**config.mk**
```make
export PLATFORM = sky130hd
export DESIGN_NAME = vread
export DESIGN_NICKNAME = d
export VERILOG_FILES = /design/src/source/vread_pkg.sv /design/src/source/vread.sv /design/src/source/memory_writer.sv /design/src/source/address_gen.sv
export SDC_FILE = /design/constraint.sdc
export NUM_CORES = 1
export LEC_CHECK = 0
export BUFFER_PORTS_ARGS = -buffer_cell sky130_fd_sc_hd__buf_2
export CORE_MARGIN = 2
export CORE_UTILIZATION = 53
export CTS_CLUSTER_DIAMETER = 150
export CTS_CLUSTER_SIZE = 28
export DETAILED_ROUTE_END_ITERATION = 7
export HOLD_SLACK_MARGIN = 0.06
export PLACE_DENSITY = 0.81
export SLEW_MARGIN = 20
export SYNTH_ARGS = -nofsm -noshare
export SYNTH_HDL_FRONTEND = slang
export SYNTH_HIERARCHICAL = 1
export SYNTH_SLANG_ARGS = --single-unit
export TNS_END_PERCENT = 10
```
**constraint.sdc**
```tcl
create_clock -name clk -period 5.1 [get_ports clk]
set_clock_uncertainty 0.15 [all_clocks]
set_input_delay 1.02 -clock clk [delete_from_list [all_inputs] [get_ports clk]]
set_output_delay 1.02 -clock clk [all_outputs]
set_load 0.03 [all_outputs]
```
**src/source/vread_pkg.sv**
```systemverilog
package vread_pkg;

   // buffer address, including the ping-pong half bit
   localparam int ADDR_W     = 10;
   localparam int PERIOD_W   = 8;
   localparam int BUS_DATA_W = 32;
   localparam int BUS_ADDR_W = 32;
   localparam int ITEM_W     = 8;
   localparam int LANES      = BUS_DATA_W / ITEM_W;
   localparam int LEN_W      = 8;
   localparam int DELAY_W    = 7;

   // one loop level of an address generator
   typedef struct packed {
      logic [ADDR_W-1:0]   start;
      logic [ADDR_W-1:0]   incr;
      logic [PERIOD_W-1:0] per;
      logic [PERIOD_W-1:0] duty;
      logic [ADDR_W-1:0]   iter;
      logic [ADDR_W-1:0]   shift;
      logic [DELAY_W-1:0]  delay;
   } gen_cfg_t;

   typedef struct packed {
      gen_cfg_t              gen;
      logic [BUS_ADDR_W-1:0] ext_addr;
      logic [LEN_W-1:0]      length;
      logic                  enabled;
   } read_cfg_t;

   // wishbone classic, read only
   typedef struct packed {
      logic                  cyc;
      logic                  stb;
      logic                  we;
      logic [BUS_ADDR_W-1:0] adr;
   } wb_m2s_t;

   typedef struct packed {
      logic                  ack;
      logic [BUS_DATA_W-1:0] dat;
   } wb_s2m_t;

   // bus side sees the whole word, output side picks a lane
   typedef union packed {
      logic [BUS_DATA_W-1:0]        word;
      logic [LANES-1:0][ITEM_W-1:0] lane;
   } bus_word_u;

   typedef struct packed {
      logic              en;
      logic [ADDR_W-1:0] addr;
      bus_word_u         data;
   } ram_wr_t;

endpackage
```
**src/source/vread.sv**
```systemverilog
`timescale 1ns/100ps

module vread import vread_pkg::*; #(
   parameter int ADDR_W   = vread_pkg::ADDR_W,
   parameter int PERIOD_W = vread_pkg::PERIOD_W
) (
   input  logic              clk,
   input  logic              rst,
   input  logic              run_i,
   input  logic              pingpong_i,
   input  read_cfg_t         rcfg_i,
   input  gen_cfg_t          ocfg_i,
   output wb_m2s_t           wb_o,
   input  wb_s2m_t           wb_i,
   output ram_wr_t           ram_wr_o,
   output logic              ram_rd_en_o,
   output logic [ADDR_W-1:0] ram_rd_addr_o,
   input  bus_word_u         ram_rd_data_i,
   output logic [ITEM_W-1:0] item_o,
   output logic              item_valid_o,
   output logic              done_o
);

   localparam int CFG_AW = vread_pkg::ADDR_W;
   localparam int SEL_W  = $clog2(LANES);

   logic done_read;
   logic done_output;
   logic pp_state;

   logic                  cyc_q;
   logic                  stb_q;
   logic [BUS_ADDR_W-1:0] adr_q;
   logic [LEN_W-1:0]      ack_cnt;
   logic                  wb_ack;
   logic                  last_ack;
   bus_word_u             wb_word;

   logic              read_run;
   logic              gen_valid;
   logic              gen_ready;
   logic [ADDR_W-1:0] gen_addr;

   logic              out_valid;
   logic              out_done;
   logic [ADDR_W-1:0] out_addr;
   logic [ADDR_W-1:0] read_start;
   logic [ADDR_W-1:0] out_start_in;
   logic [ADDR_W-1:0] out_start;
   gen_cfg_t          rgen_cfg;
   gen_cfg_t          ogen_cfg;

   logic [SEL_W-1:0] sel_q;
   logic             item_valid_q;

   assign read_run = run_i && rcfg_i.enabled;

   // read fills one half, output drains the other
   assign read_start   = {pingpong_i && !pp_state, {(ADDR_W-1){1'b0}}};
   assign out_start_in = ADDR_W'(ocfg_i.start);
   assign out_start    = {pingpong_i && pp_state, out_start_in[ADDR_W-2:0]};

   always_comb begin
      rgen_cfg       = rcfg_i.gen;
      rgen_cfg.start = CFG_AW'(read_start);
      ogen_cfg       = ocfg_i;
      ogen_cfg.start = CFG_AW'(out_start);
   end

   always_ff @(posedge clk or posedge rst) begin
      if (rst) begin
         pp_state <= 1'b0;
      end else if (run_i) begin
         pp_state <= pingpong_i && !pp_state;
      end
   end

   assign wb_ack   = wb_i.ack && stb_q;
   assign last_ack = wb_ack && (ack_cnt + 1'b1 == rcfg_i.length);
   assign wb_word.word = wb_i.dat;

   always_ff @(posedge clk or posedge rst) begin
      if (rst) begin
         cyc_q   <= 1'b0;
         stb_q   <= 1'b0;
         ack_cnt <= '0;
      end else if (read_run) begin
         cyc_q   <= 1'b0;
         stb_q   <= 1'b0;
         ack_cnt <= '0;
      end else if (wb_ack) begin
         // stb drops for a cycle after every ack
         stb_q   <= 1'b0;
         ack_cnt <= ack_cnt + 1'b1;
         if (last_ack) begin
            cyc_q <= 1'b0;
         end
      end else if (!stb_q && gen_valid && !done_read) begin
         stb_q <= 1'b1;
         cyc_q <= 1'b1;
      end
   end

   always_ff @(posedge clk) begin
      if (read_run) begin
         adr_q <= rcfg_i.ext_addr;
      end else if (wb_ack) begin
         adr_q <= adr_q + BUS_ADDR_W'(4);
      end
   end

   assign wb_o = '{cyc: cyc_q, stb: stb_q, we: 1'b0, adr: adr_q};

   always_ff @(posedge clk or posedge rst) begin
      if (rst) begin
         done_read   <= 1'b1;
         done_output <= 1'b1;
      end else if (run_i) begin
         done_read   <= !rcfg_i.enabled || (rcfg_i.length == '0);
         done_output <= 1'b0;
      end else begin
         if (last_ack) begin
            done_read <= 1'b1;
         end
         if (out_done) begin
            done_output <= 1'b1;
         end
      end
   end

   assign done_o = done_read && done_output;

   address_gen #(
      .ADDR_W  (ADDR_W),
      .PERIOD_W(PERIOD_W)
   ) addrgen_read (
      .clk    (clk),
      .rst    (rst),
      .run_i  (read_run),
      .cfg_i  (rgen_cfg),
      .ready_i(gen_ready),
      .valid_o(gen_valid),
      .addr_o (gen_addr),
      .done_o ()
   );

   memory_writer #(
      .ADDR_W(ADDR_W)
   ) writer (
      .clk         (clk),
      .rst         (rst),
      .gen_valid_i (gen_valid),
      .gen_addr_i  (gen_addr),
      .gen_ready_o (gen_ready),
      .data_valid_i(wb_ack),
      .data_i      (wb_word),
      .wr_o        (ram_wr_o)
   );

   // output never stalls
   address_gen #(
      .ADDR_W  (ADDR_W),
      .PERIOD_W(PERIOD_W)
   ) addrgen_output (
      .clk    (clk),
      .rst    (rst),
      .run_i  (run_i),
      .cfg_i  (ogen_cfg),
      .ready_i(1'b1),
      .valid_o(out_valid),
      .addr_o (out_addr),
      .done_o (out_done)
   );

   // lane address to word address with the half bit kept only in ping-pong
   always_comb begin
      ram_rd_addr_o = {1'b0, out_addr[ADDR_W-2:0]} >> SEL_W;
      ram_rd_addr_o[ADDR_W-1] = pingpong_i && out_addr[ADDR_W-1];
   end

   assign ram_rd_en_o = out_valid;

   always_ff @(posedge clk) begin
      if (out_valid) begin
         sel_q <= out_addr[SEL_W-1:0];
      end
   end

   always_ff @(posedge clk or posedge rst) begin
      if (rst) begin
         item_valid_q <= 1'b0;
      end else begin
         item_valid_q <= out_valid;
      end
   end

   assign item_o       = ram_rd_data_i.lane[sel_q];
   assign item_valid_o = item_valid_q;

   a_stb_in_cyc: assert property (@(posedge clk) disable iff (rst)
      wb_o.stb |-> wb_o.cyc);

endmodule

```
**src/source/memory_writer.sv**
```systemverilog
`timescale 1ns/100ps

module memory_writer import vread_pkg::*; #(
   parameter int ADDR_W = vread_pkg::ADDR_W
) (
   input  logic              clk,
   input  logic              rst,
   input  logic              gen_valid_i,
   input  logic [ADDR_W-1:0] gen_addr_i,
   output logic              gen_ready_o,
   input  logic              data_valid_i,
   input  bus_word_u         data_i,
   output ram_wr_t           wr_o
);

   logic              wr_en;
   logic [ADDR_W-1:0] wr_addr;
   bus_word_u         wr_data;
   logic              accept;

   // one generator address per arriving word
   assign accept      = gen_valid_i && data_valid_i;
   assign gen_ready_o = data_valid_i;

   always_ff @(posedge clk or posedge rst) begin
      if (rst) begin
         wr_en <= 1'b0;
      end else begin
         wr_en <= accept;
      end
   end

   always_ff @(posedge clk) begin
      if (accept) begin
         wr_addr <= gen_addr_i;
         wr_data <= data_i;
      end
   end

   always_comb begin
      wr_o.en   = wr_en;
      wr_o.addr = $bits(wr_o.addr)'(wr_addr);
      wr_o.data = wr_data;
   end

   // request gating in vread keeps the generator ahead of the bus
   a_data_has_addr: assert property (@(posedge clk) disable iff (rst)
      data_valid_i |-> gen_valid_i);

endmodule

```
**src/source/address_gen.sv**
```systemverilog
`timescale 1ns/100ps

module address_gen import vread_pkg::*; #(
   parameter int ADDR_W   = vread_pkg::ADDR_W,
   parameter int PERIOD_W = vread_pkg::PERIOD_W
) (
   input  logic              clk,
   input  logic              rst,
   input  logic              run_i,
   input  gen_cfg_t          cfg_i,
   input  logic              ready_i,
   output logic              valid_o,
   output logic [ADDR_W-1:0] addr_o,
   output logic              done_o
);

   logic                running;
   logic [DELAY_W-1:0]  delay_cnt;
   logic [PERIOD_W-1:0] pos;
   logic [ADDR_W-1:0]   iter_cnt;
   logic [ADDR_W-1:0]   addr;
   logic [ADDR_W-1:0]   next_addr;

   logic [ADDR_W-1:0]   start;
   logic [ADDR_W-1:0]   incr;
   logic [ADDR_W-1:0]   shift;
   logic [ADDR_W-1:0]   iter;
   logic [PERIOD_W-1:0] per;
   logic [PERIOD_W-1:0] duty;

   logic active;
   logic in_duty;
   logic step;
   logic last_pos;
   logic last_iter;

   assign start = ADDR_W'(cfg_i.start);
   assign incr  = ADDR_W'(cfg_i.incr);
   assign shift = ADDR_W'(cfg_i.shift);
   assign iter  = ADDR_W'(cfg_i.iter);
   assign per   = PERIOD_W'(cfg_i.per);
   assign duty  = PERIOD_W'(cfg_i.duty);

   assign active  = running && (delay_cnt == '0);
   assign in_duty = pos < duty;

   // gap positions move on their own, duty positions wait for ready
   assign step = active && (!in_duty || ready_i);

   // zero period or zero iterations end after one step
   assign last_pos  = ({1'b0, pos} + 1'b1) >= {1'b0, per};
   assign last_iter = ({1'b0, iter_cnt} + 1'b1) >= {1'b0, iter};

   always_comb begin
      next_addr = addr;
      if (in_duty) begin
         next_addr = next_addr + incr;
      end
      if (last_pos) begin
         next_addr = next_addr + shift;
      end
   end

   always_ff @(posedge clk or posedge rst) begin
      if (rst) begin
         running   <= 1'b0;
         delay_cnt <= '0;
         pos       <= '0;
         iter_cnt  <= '0;
         done_o    <= 1'b0;
      end else begin
         done_o <= 1'b0;
         if (run_i) begin
            running   <= 1'b1;
            delay_cnt <= cfg_i.delay;
            pos       <= '0;
            iter_cnt  <= '0;
         end else if (running && delay_cnt != '0) begin
            delay_cnt <= delay_cnt - 1'b1;
         end else if (step) begin
            if (last_pos) begin
               pos      <= '0;
               iter_cnt <= iter_cnt + 1'b1;
               if (last_iter) begin
                  running <= 1'b0;
                  done_o  <= 1'b1;
               end
            end else begin
               pos <= pos + 1'b1;
            end
         end
      end
   end

   always_ff @(posedge clk) begin
      if (run_i) begin
         addr <= start;
      end else if (step) begin
         addr <= next_addr;
      end
   end

   assign valid_o = active && in_duty;
   assign addr_o  = addr;

   // a pending address must not move under the consumer
   a_hold_addr: assert property (@(posedge clk) disable iff (rst)
      valid_o && !ready_i && !run_i |=> valid_o && $stable(addr_o));

endmodule

```
After elaboration in Yosys (flattened, before gate mapping)
Index checks and enable logic that the tools add are counted.
{ "totals": {"ramBits": 0, "reg_bits": 164, "memories": 0, "rom_bits": 0, "word_cells": 158, "latch_bits": 0, "inputBits": 236, "output_inout_bits": 99} }
{ "op_classes": {"eq_ne": 4, "div": 0, "n_reduce_logical": 48, "n_mux": 59, "n_shift": 0, "addsub": 16, "n_mul": 0, "order_cmp": 7, "bitwise_logic": 0} }
{ "ops": {"columns": ["operator", "count"], "rows": [
  ["two-way mux 10 bit", 16],
  ["two-way mux 8 bit", 11],
  ["two-way mux 32 bit", 2],
  ["adder 10 bit", 4],
  ["adder 32 x 3 -> 32 bit (second input constant)", 1],
  ["two-way mux 7 bit", 4],
  ["two-way mux 1 bit", 25],
  ["adder 8 x 1 -> 8 bit (second input constant)", 3],
  ["adder 10 x 1 -> 11 bit (second input constant)", 2],
  [">= comparator 11 x 10 -> 1 bit", 2],
  ["nonzero test 2 bit", 11],
  ["adder 10 x 1 -> 10 bit (second input constant)", 2],
  ["adder 8 x 1 -> 9 bit (second input constant)", 2],
  [">= comparator 9 x 8 -> 1 bit", 2],
  ["logical AND 1 bit", 17],
  ["binary-select mux 8 bit (select 2 bit)", 1],
  ["< comparator 8 bit", 2],
  ["zero test 7 bit", 2],
  ["nonzero test 7 bit", 2],
  ["subtractor 7 x 1 -> 7 bit (second input constant)", 2],
  ["equality test 8 bit", 1],
  ["zero test 8 bit", 1],
  ["AND reduction 4 bit", 2],
  ["AND reduction 2 bit", 3],
  ["other kinds (8)", 14]
]} }

Longest topological paths before layout
Gate-level depths: netlist of the first run.
{ "depth": {"depth_word": 8, "depth_mapped": 19, "ltp_nobuf": 18} }

Hierarchy
The synthesis of the first run kept the hierarchy.
{ "by_module_without_submodules": {"columns": ["mod", "cells_per_inst", "instances", "area_per_inst_um2"], "rows": [
  ["address_gen (addrgen_read)", 426, 1, 3709.8],
  ["address_gen (addrgen_output)", 408, 1, 3524.6],
  ["vread", 295, 1, 2936.6],
  ["memory_writer", 47, 1, 1311.3]
]} }

Worst setup path after synthesis of the first run
OpenSTA, ideal clock, no wires.
{ "synth_path": {"path_kind": "input to register", "from": "in rcfg_i[74] (netlist bit)", "to": "reg addrgen_read.addr[9], in the netlist addrgen_read/addr_o[9] (data pin)", "setup_ns": 0.169, "cell_stages": 17, "setup_slack_ns": 0.456, "n_path_buf": 1, "required_time_ns": 4.781, "arrival_ns": 4.324, "cell_sequence": "inv_1 > ha_1 > a21o_1 > a221oi_4 > inv_2 > a211o_1 > buf_6 > nand3_1 > o21ai_0 > ha_1 > a21oi_1 > nor2_1 > o31a_1 > a21o_1 > mux2_2 > o31a_1 > o31ai_1"} }
{ "synth_via": {"elab_chain_len": 6} }
{ "synth_lines": {"columns": ["item", "line_no", "source"], "rows": [
  ["from (decl)", "vread.sv:11", "input read_cfg_t rcfg_i,"],
  ["< comparator 8 bit *", "address_gen.sv:45", "assign in_duty = pos < duty;"],
  ["two-way mux 10 bit *", "address_gen.sv:56", "if (in_duty) begin"],
  ["adder 10 bit", "address_gen.sv:60", "next_addr = next_addr + shift;"],
  ["two-way mux 10 bit *", "address_gen.sv:59", "if (last_pos) begin"],
  ["two-way mux 10 bit *", "address_gen.sv:98", "end else if (step) begin"],
  ["two-way mux 10 bit *", "address_gen.sv:96", "if (run_i) begin"],
  ["to (signal assigned)", "address_gen.sv:97", "addr <= start;"],
  ["to (signal assigned)", "address_gen.sv:99", "addr <= next_addr;"],
  ["to (decl)", "address_gen.sv:21", "logic [ADDR_W-1:0] addr;"]
]} }
Every way passes the cells marked *; elsewhere a longest branch is shown, timed or not. The select of a mux whose other input is x is not followed.
A chain may end at the register's enable or synchronous reset.

Final worst setup path of the first run
{ "layout_path": {"from": "in ocfg_i[43] (netlist bit)", "to": "reg addrgen_output.addr[9], in the netlist addrgen_output/addr_o[9] (data pin)"} }
{ "layout_via": {"elab_chain_len": 6} }
{ "layout_lines": {"columns": ["item", "line_no", "source"], "rows": [
  ["from (decl)", "vread.sv:12", "input gen_cfg_t ocfg_i,"],
  ["adder 10 bit *", "address_gen.sv:57", "next_addr = next_addr + incr;"],
  ["two-way mux 10 bit *", "address_gen.sv:56", null],
  ["adder 10 bit", "address_gen.sv:60", null],
  ["two-way mux 10 bit *", "address_gen.sv:59", null],
  ["two-way mux 10 bit *", "address_gen.sv:98", null],
  ["two-way mux 10 bit *", "address_gen.sv:96", null],
  ["to (signal assigned)", "address_gen.sv:97", null],
  ["to (signal assigned)", "address_gen.sv:99", null],
  ["to (decl)", "address_gen.sv:21", null]
]} }
Marked as above.

==> results of run 1 <==
-- layout by cell type, fill, tap and decap left out, types with 12 or more instances in the layout --
cell type	n
o21ai_0	50
nor2b_1	16
a21o_1	25
ha_1	96
edfxtp_1	96
inv_1	88
a21oi_1	52
nor2_1	65
clkbuf_16	17
nand3_1	46
or3_1	12
conb_1	16
xnor2_1	64
xor2_1	43
nand4_1	13
o21ai_1	29
buf_2	320
mux2_2	16
nor3_1	21
dfrtp_1	66
and3_1	20
o211ai_1	16
nand2b_1	13
nand2_1	126
buf_4	16
-- where the power goes --
part	switching [mW]	internal, mW
sequential	0.0838	1.51
clock	0.584	0.690
combinational	0.596	0.467
total	1.26	2.67
-- layer usage --
metal | vias up | share of wire [%]
met1 | 4832 | 41
met2 | 419 | 49
met5 | - | 0
met4 | 0 | 3.2
met3 | 77 | 6.4
li1 | 4878 | -
-- flip-flops by register name, summed over array words and instances (netlist names), 2 cells and up --
| signal | count |
|---|---|
| addrgen_output/pos | 8 |
| writer/wr_data | 32 |
| adr_q | 32 |
| addrgen_read/delay_cnt | 7 |
| addrgen_read/addr_o | 10 |
| addrgen_read/iter_cnt | 10 |
| ack_cnt | 8 |
| addrgen_output/iter_cnt | 10 |
| writer/wr_addr | 10 |
| addrgen_output/delay_cnt | 7 |
| addrgen_read/pos | 8 |
| sel_q | 2 |
| addrgen_output/addr_o | 10 |
-- stage by stage --
stage          instances  utilization [%]
3_3_place_gp        1760             63.4
3_5_place_dp        1760             63.4
5_1_grt             1797             66.2
6_report            1797             66.2
2_1_floorplan       1188                -
4_1_cts             1792             66.1
-- worst max-delay path, delay by kind of cell --
family / cells / cell delay [ns]
AO/OA/AOI/OAI: 6 / 1.44
adder cells (fa/ha/maj): 3 / 0.98
XOR/XNOR: 2 / 0.36
AND/OR/NAND/NOR: 4 / 0.60
buffers and inverters: 1 / 0.12
-- how the worst max path moves through the flow --
stage               startpoint                            endpoint  slack [ns]  cells past startpoint
global route        rcfg_i[74]    addrgen_read/addr_o[9]$_DFFE_PP_        0.40                     17
floorplan           rcfg_i[74]    addrgen_read/addr_o[9]$_DFFE_PP_        0.46                     17
detailed placement  rcfg_i[75]    addrgen_read/addr_o[9]$_DFFE_PP_        0.24                     17
CTS                 ocfg_i[43]  addrgen_output/addr_o[9]$_DFFE_PP_        0.65                     16
finish              ocfg_i[43]  addrgen_output/addr_o[9]$_DFFE_PP_        0.56                     16
global placement    rcfg_i[74]    addrgen_read/addr_o[9]$_DFFE_PP_        0.34                     17
-- layout make-up --
cell class              count  area (µm²)
diodes                      5        12.5
clock buffers              18         429
clock inverters            14         144
fillers                  1677        7130
inverters                  95         358
multi-input cells         889        6340
flip-flops and latches    164        4590
well taps                 275         344
repair buffers            337        1740
==> flow_summary.yaml, run 1 <==
drt:
  drtIter0Drc: 634
  totalWireLength_um: 31100
  vias: 10200
  vias_per_cell: 5.68
  wl_per_cell_um: 17.3
  antenna_left: 0
  drc_errors: 0
  drt_pass1_iterations: 5
sta:
  slew_headroom_pct: 46.0
  fmax_mhz: 220
  drv_slew: 0
  finalSetupTns_ns: 0
  timing.final.ws_setup_ns: 0.564
  final_hold_viol_count: 0
  min_period_ns: 4.54
  hold_ws_ns: 0.329
  tightest_slew_ns: 0.803
  period_share_pct: 89.0
  rsz0062_at_grt: "false"
  finalSetupViolations: 0
worst_setup_path:
  endpoint_kind: "flip-flop"
  cp_slowest_cell: "o41ai_1"
  worstPathCellList: "buf_2, ha_1, fa_1, a21o_1, a21oi_1, o21ai_0, o41ai_1, or3_1, nand3_1, ha_1, and3_1, a311oi_1, xnor2_1, nand2_1, xnor3_1, o21ai_0"
  r2r_end: "addrgen_read/addr_o[9]$_DFFE_PP_"
  max_stage_delay_ns: 0.51
  worstSetupPathType: "in -> reg"
  cp.arrival_ns: 4.54
  reg2reg_depth: 15
  rr_startpoint: "addrgen_read/pos[6]$_DFFE_PP0P_"
  cp_max_fo: 5
  crit_required_ns: 5.10
  startpoint_type: "input pin"
  regToRegSetupSlack_ns: 0.88
global_routing:
  antenna_found_initial: 5
  grt_max_degree: 79
  top_usage_layer: "met2"
  grt_pass1_vias: 9807
  grt_usage_pct: 26.5
  grt_pass1_wl_um: 48100
  use_met2_pct: 44.3
  use_met3_pct: 4.76
  grt_use_met1_pct: 33.6
  gr-total-overflow: 0
logic_synthesis:
  yosysWarnings: 6
  syn-cell-area_um2: 11400
  syn_area_per_cell_um2: 9.75
  netlist_instances: 1174
clock_tree:
  cts_root_buf: "clkbuf_16"
  cts_setup_buffers: 0
  cts-htree-levels: 4
  cts_max_path_buffers: 2
  clkSinkCount: 164
  cts_hold_buf: 0
  cts_tree: "done"
  insertion_delay_ns: 0.43
  cts_inserted_buffers: 17
  cts_resized: 0
  clk_pin_slew_ns: 0.07
pwr:
  power_mw: 3.93
  irDropWorstVdd_mv: 0.197
  p_per_area_nw_per_um2: 282
  p_leak_nw: 6.59
place:
  place.port_buffers: 320
  dp_hpwl_um: 24200
  place_ws_ns: 0.239
  dpl_cell_area_um2: 13400
  place_congestion: 0.932
die:
  dieHeight_um: 151
  core_area_um2: 21100
  start_util_pct: 54.3
  fp-row-count: 53
  ios: 335
  die_x_um: 151
  die_area_um2: 22800
final_layout:
  design_area_um2: 14000
  fin_nets: 1840
  drive_gt1_share_pct: 27.9
  area_growth_syn_to_layout_pct: 21.9
hold_path:
  hold_path.class: "in -> async"
run_status:
  status: "finished, final reports clean"
run:
  maxCapViolCount: 0
No activity file was read; power rests on OpenSTA's default activity.
==> run 2, diff against run 1 <==
--- a/config.mk
+++ b/config.mk
@@ -9,5 +9,4 @@
 export CORE_MARGIN = 2
 export CORE_UTILIZATION = 53
-export CTS_CLUSTER_DIAMETER = 150
 export CTS_CLUSTER_SIZE = 28
 export DETAILED_ROUTE_END_ITERATION = 7
==> constraint.sdc (replaced) <==
create_clock -name clk -period 5.1 [get_ports clk]
set_clock_uncertainty 0.15 [all_clocks]
set_input_delay 0.255 -clock clk [delete_from_list [all_inputs] [get_ports clk]]
set_output_delay 0.255 -clock clk [all_outputs]
set_load 0.03 [all_outputs]
==> run 2 against run 1 <==
Power is 1.6% higher. Cell count is 4.3% higher. Critical path depth is 1 lower. Sequential share of layout area is 1.8 points lower. Critical endpoint is now addrgen_read/addr_o[9]$_DFFE_PP_. Hold slack worse by 0.22 ns. Largest power group unchanged.
==> flow_summary.yaml, run 2 (synthesis gave the netlist of run 1 again) <==
run_status:
  status: "finished, final reports clean"
final_layout:
  area_growth_syn_to_layout_pct: 29.1
  final_cells: 1874
  reg_top3: "adr_q: 32 flops, writer/wr_data: 32 flops"
  final_common_cell: "buf_2"
  drive_gt1_share_pct: 25.8
  fin_nets: 1920
  final_cell_mix: "buf_2, nand2_1, ha_1, edfxtp_1, dlygate4sd3_1"
die:
  start_util_pct: 54.3
  dieHeight_um: 151
  die_area_um2: 22800
  fp-row-count: 53
  ios: 335
  die_x_um: 151
  core_area_um2: 21100
sta:
  fmax_mhz: 225
  finalSetupViolations: 0
  drv_slew: 0
  rsz0062_at_grt: "false"
  finalSetupTns_ns: 0
  period_share_pct: 87.3
  tightest_slew_ns: 1.02
  min_period_ns: 4.45
  slew_headroom_pct: 32.2
  final_hold_viol_count: 0
drt:
  vias: 10400
  vias_per_cell: 5.56
  wl_per_cell_um: 17.4
  totalWireLength_um: 32600
  drc_errors: 0
  antenna_left: 0
  drt_pass1_iterations: 5
  drtIter0Drc: 558
worst_setup_path:
  worstPathCellList: "ha_1, a21o_1, a221oi_4, inv_2, a211o_1, nand3_1, o21ai_0, ha_1, a21oi_1, nor2_1, o31a_1, a21o_1, mux2_2, o31a_1, o31ai_1"
  startpoint_type: "flip-flop"
  worstSetupPathType: "reg -> reg"
  crit_required_ns: 5.20
  endpoint_kind: "flip-flop"
  cp_slowest_cell: "a221oi_4"
  max_stage_delay_ns: 0.51
  cp_max_fo: 10
  cp.arrival_ns: 4.55
run:
  maxCapViolCount: 0
clock_tree:
  clkSinkCount: 164
  cts_max_path_buffers: 2
  cts_tree: "done"
  cts_root_buf: "clkbuf_16"
  cts_setup_buffers: 0
  cts_inserted_buffers: 17
  cts_resized: 0
  insertion_delay_ns: 0.43
  cts-htree-levels: 4
  clk_pin_slew_ns: 0.07
global_routing:
  grt_usage_pct: 27.5
  antenna_found_initial: 2
  gr-total-overflow: 0
  grt_max_degree: 79
  grt_pass1_vias: 10200
  grt_pass1_wl_um: 49300
pwr:
  combPwrFrac_pct: 28.0
  p_per_area_nw_per_um2: 270
  p_leak_nw: 6.91
  switching_share_pct: 32.2
  pwr-share-seq_pct: 39.9
  intPower_mw: 2.71
  pwr-share-clk_pct: 32.1
  irDropWorstVdd_mv: 0.217
  p_sw_mw: 1.29
place:
  place.port_buffers: 320
  place_congestion: 0.943
  dp_hpwl_um: 23100
  dp_cells: 1750
hold_path:
  hold_path.class: "in -> reg"
-- run 2: cell types whose count changed in the layout (fill, tap and decap cells not counted), sizes merged --
cell	change
inv	-1
clkbuf	-1
buf	-10
clkinv	+1
dlygate4sd3	+90
diode	-2
-- run 2: final cells by class --
type	count	area, µm²
repair buffers	417	2570
clock inverters	14	141
clock buffers	17	425
multi-input cells	889	6340
fillers	1524	6310
inverters	95	358
flip-flops and latches	164	4590
diodes	3	7.51
well taps	275	344
-- run 2: worst max-delay path: cells and delay by family (launching register included) --
family                     cells  cell delay (ns)
AOI/OAI and AO/OA              9             2.48
adders and majority gates      2             0.62
buffers and inverters          1             0.04
DFF                            1             0.44
muxes                          1             0.28
and+or+nand+nor                2             0.25
-- run 2: stage by stage --
| step | util, % | area, µm² | hold WS (ns) | power (mW) | setup slack, ns |
|---|---|---|---|---|---|
| finish | 70.1 | 14800 | 0.112 | 3.99 | 0.650 |
| global route | 70.0 | 14800 | 0.126 | 4.18 | 0.397 |
| CTS | 70.0 | 14800 | 0.0822 | 3.98 | 0.650 |
| detailed placement | 63.1 | 13300 | -0.00212 | 2.66 | 0.674 |
| global placement | 63.1 | 13300 | -0.00152 | 2.62 | 0.777 |
| floorplan | - | 11500 | -0.166 | 2.36 | 1.09 |
-- run 2: path summary, 6_finish.rpt --
check / start / to / slack [ns] / depth (start not counted)
setup / recovery: addrgen_read/pos[6]$_DFFE_PP0P_ / addrgen_read/addr_o[9]$_DFFE_PP_ / 0.65 / 15
hold reg to reg: addrgen_output/done_o$_DFF_PP0_ / done_output$_DFFE_PP1P_ / 0.33 / 2
max in group asynchronous: rst / addrgen_output/pos[2]$_DFFE_PP0P_ / 3.93 / 3
min in group asynchronous: rst / writer/wr_en$_DFF_PP0_ / 0.14 / 3
hold / removal: rcfg_i[7] / done_read$_DFFE_PP1P_ / 0.11 / 4
setup reg to reg: addrgen_read/pos[6]$_DFFE_PP0P_ / addrgen_read/addr_o[9]$_DFFE_PP_ / 0.65 / 15
-- run 2: what timing repair did --
action / in CTS / in global routing
endpoints found under the setup margin: 0 / 0
hold buffers: 90 / 0
hold endpoints to repair: 153 / 0
-- run 2: power groups by stage --
stage	sequential [mW]	clock [mW]	combinational, mW
floorplan	1.66	0	0.705
global placement	1.62	0	1.00
detailed placement	1.62	0	1.03
CTS	1.59	1.29	1.10
global route	1.61	1.34	1.24
finish	1.60	1.28	1.12
-- run 2: routing by layer --
layer / global-route usage [%] / share of wire, % / vias to the layer above / wire length (µm)
met1: 33.4 / 40 / 4853 / 13200
met3: 6.33 / 7.3 / 90 / 2380
li1: - / - / 5042 / -
met4: 12.9 / 4.1 / 0 / 1350
met2: 46.5 / 48 / 428 / 15700
met5: 0 / 0 / - / 0
==> run 3, diff against run 2 <==
Settings changed: GPL_TIMING_DRIVEN from default to 0.
==> run 3 against run 2 <==
Maximum frequency is 4.7% lower. Non-clock buffer count rose by 34. Cell count rose by 2.0%. Routed wire length up 7.3%. Die area did not move. First-iteration DRC count grew 51%. Critical path depth down 1. Register-to-register slack worse by 0.22 ns. Utilization is 1.1 points higher. Sequential power barely moved. Sequential share of layout area fell by 0.47 points. Critical path type unchanged. Critical endpoint unchanged. Largest power group unchanged. Highest routed layer unchanged.
==> flow_summary.yaml, run 3 (synthesis gave the netlist of run 1 again) <==
clock_tree:
  cts_tree: "done"
  cts_inserted_buffers: 17
  cts_resized: 0
  cts_root_buf: "clkbuf_16"
  clkSinkCount: 164
  cts_hold_buf: 90
  cts_max_path_buffers: 2
  cts-htree-levels: 4
  cts_setup_buffers: 0
  clk_pin_slew_ns: 0.07
  insertion_delay_ns: 0.44
global_routing:
  grt_pass1_wl_um: 54200
  grt_max_degree: 32
  gr-total-overflow: 0
  antenna_found_initial: 5
  grt_usage_pct: 30.5
  grt_pass1_vias: 10900
worst_setup_path:
  max_stage_delay_ns: 0.55
  worstPathCellList: "ha_1, a21o_1, a21o_1, a21oi_1, o21ai_0, o21ai_0, ha_1, a21oi_1, nor2_1, o31a_1, a21o_1, mux2_2, o31a_1, o31ai_1"
  critical-path-top-delay-family: "compound AO/OA/AOI/OAI gates"
  cp_slowest_cell: "a21oi_1"
  cp_max_fo: 8
  path_buf_inv: 0
  cp.arrival_ns: 4.78
  startpoint_type: "flip-flop"
  worstSetupPathType: "reg -> reg"
  path_common_cell: "a21o_1"
  endpoint_kind: "flip-flop"
  crit_required_ns: 5.21
sta:
  hold_ws_ns: 0.0522
  timing.final.ws_setup_ns: 0.430
  fmax_mhz: 214
  rsz0062_at_grt: "false"
  period_share_pct: 91.6
  min_period_ns: 4.67
  finalSetupTns_ns: 0
  tightest_slew_ns: 0.973
  drv_slew: 0
  slew_headroom_pct: 34.7
  finalSetupViolations: 0
  final_hold_viol_count: 0
final_layout:
  area_growth_syn_to_layout_pct: 31.0
  drive_gt1_share_pct: 25.9
  reg_top3: "adr_q: 32 flops, writer/wr_data: 32 flops"
  final_common_cell: "buf_2"
  seq_area_um2: 4590
  nFillCells: 1510
  fin_nets: 1954
  multiInputGateArea_um2: 6340
  final_cell_mix: "buf_2, nand2_1, ha_1, edfxtp_1, dlygate4sd3_1"
place:
  dp_hpwl_um: 25200
  place_congestion: 0.904
  place_ws_ns: 0.565
  place.port_buffers: 320
die:
  die_x_um: 151
  core_area_um2: 21100
  dieHeight_um: 151
  fp-row-count: 53
  start_util_pct: 54.3
  die_area_um2: 22800
  ios: 335
pwr:
  irDropWorstVdd_mv: 0.209
  p_leak_nw: 7.02
  p_per_area_nw_per_um2: 274
run:
  maxCapViolCount: 0
run_status:
  status: "finished, final reports clean"
drt:
  drc_errors: 0
  vias_per_cell: 5.68
  totalWireLength_um: 34900
  antenna_left: 0
  drt_pass1_iterations: 6
  vias: 10900
  wl_per_cell_um: 18.3
  drtIter0Drc: 845
hold_path:
  hold_path.class: "in -> reg"
==> run 3: changes by cell type in the layout (fill, tap and decap cells not counted), sizes merged <==
cell | previous run | this run
clkinv | 5 | 2
clkbuf | 17 | 40
inv | 100 | 102
bufinv | 1 | 3
clkinvlp | 3 | 2
diode | 3 | 5
buf | 327 | 339
==> run 3: power breakdown <==
part           switching, mW  internal, mW
Sequential            0.0837          1.51
Clock                  0.588         0.788
Combinational          0.628         0.514
Total                   1.30          2.81
==> run 3: per-stage QoR <==
step / power [mW] / utilization, % / area, µm² / instances
2_1_floorplan: 2.36 / - / 11500 / 1188
3_3_place_gp: 2.63 / 63.8 / 13400 / 1783
3_5_place_dp: 2.67 / 63.9 / 13500 / 1784
4_1_cts: 4.10 / 71.1 / 15000 / 1906
5_1_grt: 4.30 / 71.1 / 15000 / 1909
6_report: 4.11 / 71.1 / 15000 / 1911
==> run 3: metal layers <==
layer / global-route usage (%) / wire length [µm] / part of all wire, % / up-vias
li1: - / - / - / 5106
met4: 16.3 / 1720 / 4.9 / 0
met1: 37.0 / 13900 / 40 / 5111
met3: 8.46 / 2990 / 8.5 / 127
met5: 0 / 0 / 0 / -
met2: 49.4 / 16400 / 47 / 519
==> run 3: area by class of cell <==
cell class                 count  area share, %
multi-input combinational    889           42.3
clock inverter                14           1.26
antenna                        5         0.0834
timing repair buffer         411           16.8
sequential                   164           30.6
clock buffer                  18           2.86
tap                          275           2.29
inverter                      95           2.38
buffer                        40           1.43
==> run 3: worst min-delay path: stages <==
cell      delay, ns
buf_2          0.08
nand2b_1       0.09
o31a_1         0.11
==> run 3: worst paths after layout <==
check	cells after the start	to	slack (ns)	from
setup reg to reg	14	addrgen_read/addr_o[9]$_DFFE_PP_	0.43	addrgen_read/pos[1]$_DFFE_PP0P_
min in group asynchronous	3	writer/wr_en$_DFF_PP0_	0.11	rst
setup / recovery	14	addrgen_read/addr_o[9]$_DFFE_PP_	0.43	addrgen_read/pos[1]$_DFFE_PP0P_
max in group asynchronous	3	addrgen_read/delay_cnt[6]$_DFFE_PP0P_	3.96	rst
hold reg to reg	2	done_output$_DFFE_PP1P_	0.32	addrgen_output/done_o$_DFF_PP0_
hold / removal	3	addrgen_output/addr_o[8]$_DFFE_PP_	0.05	ocfg_i[61]
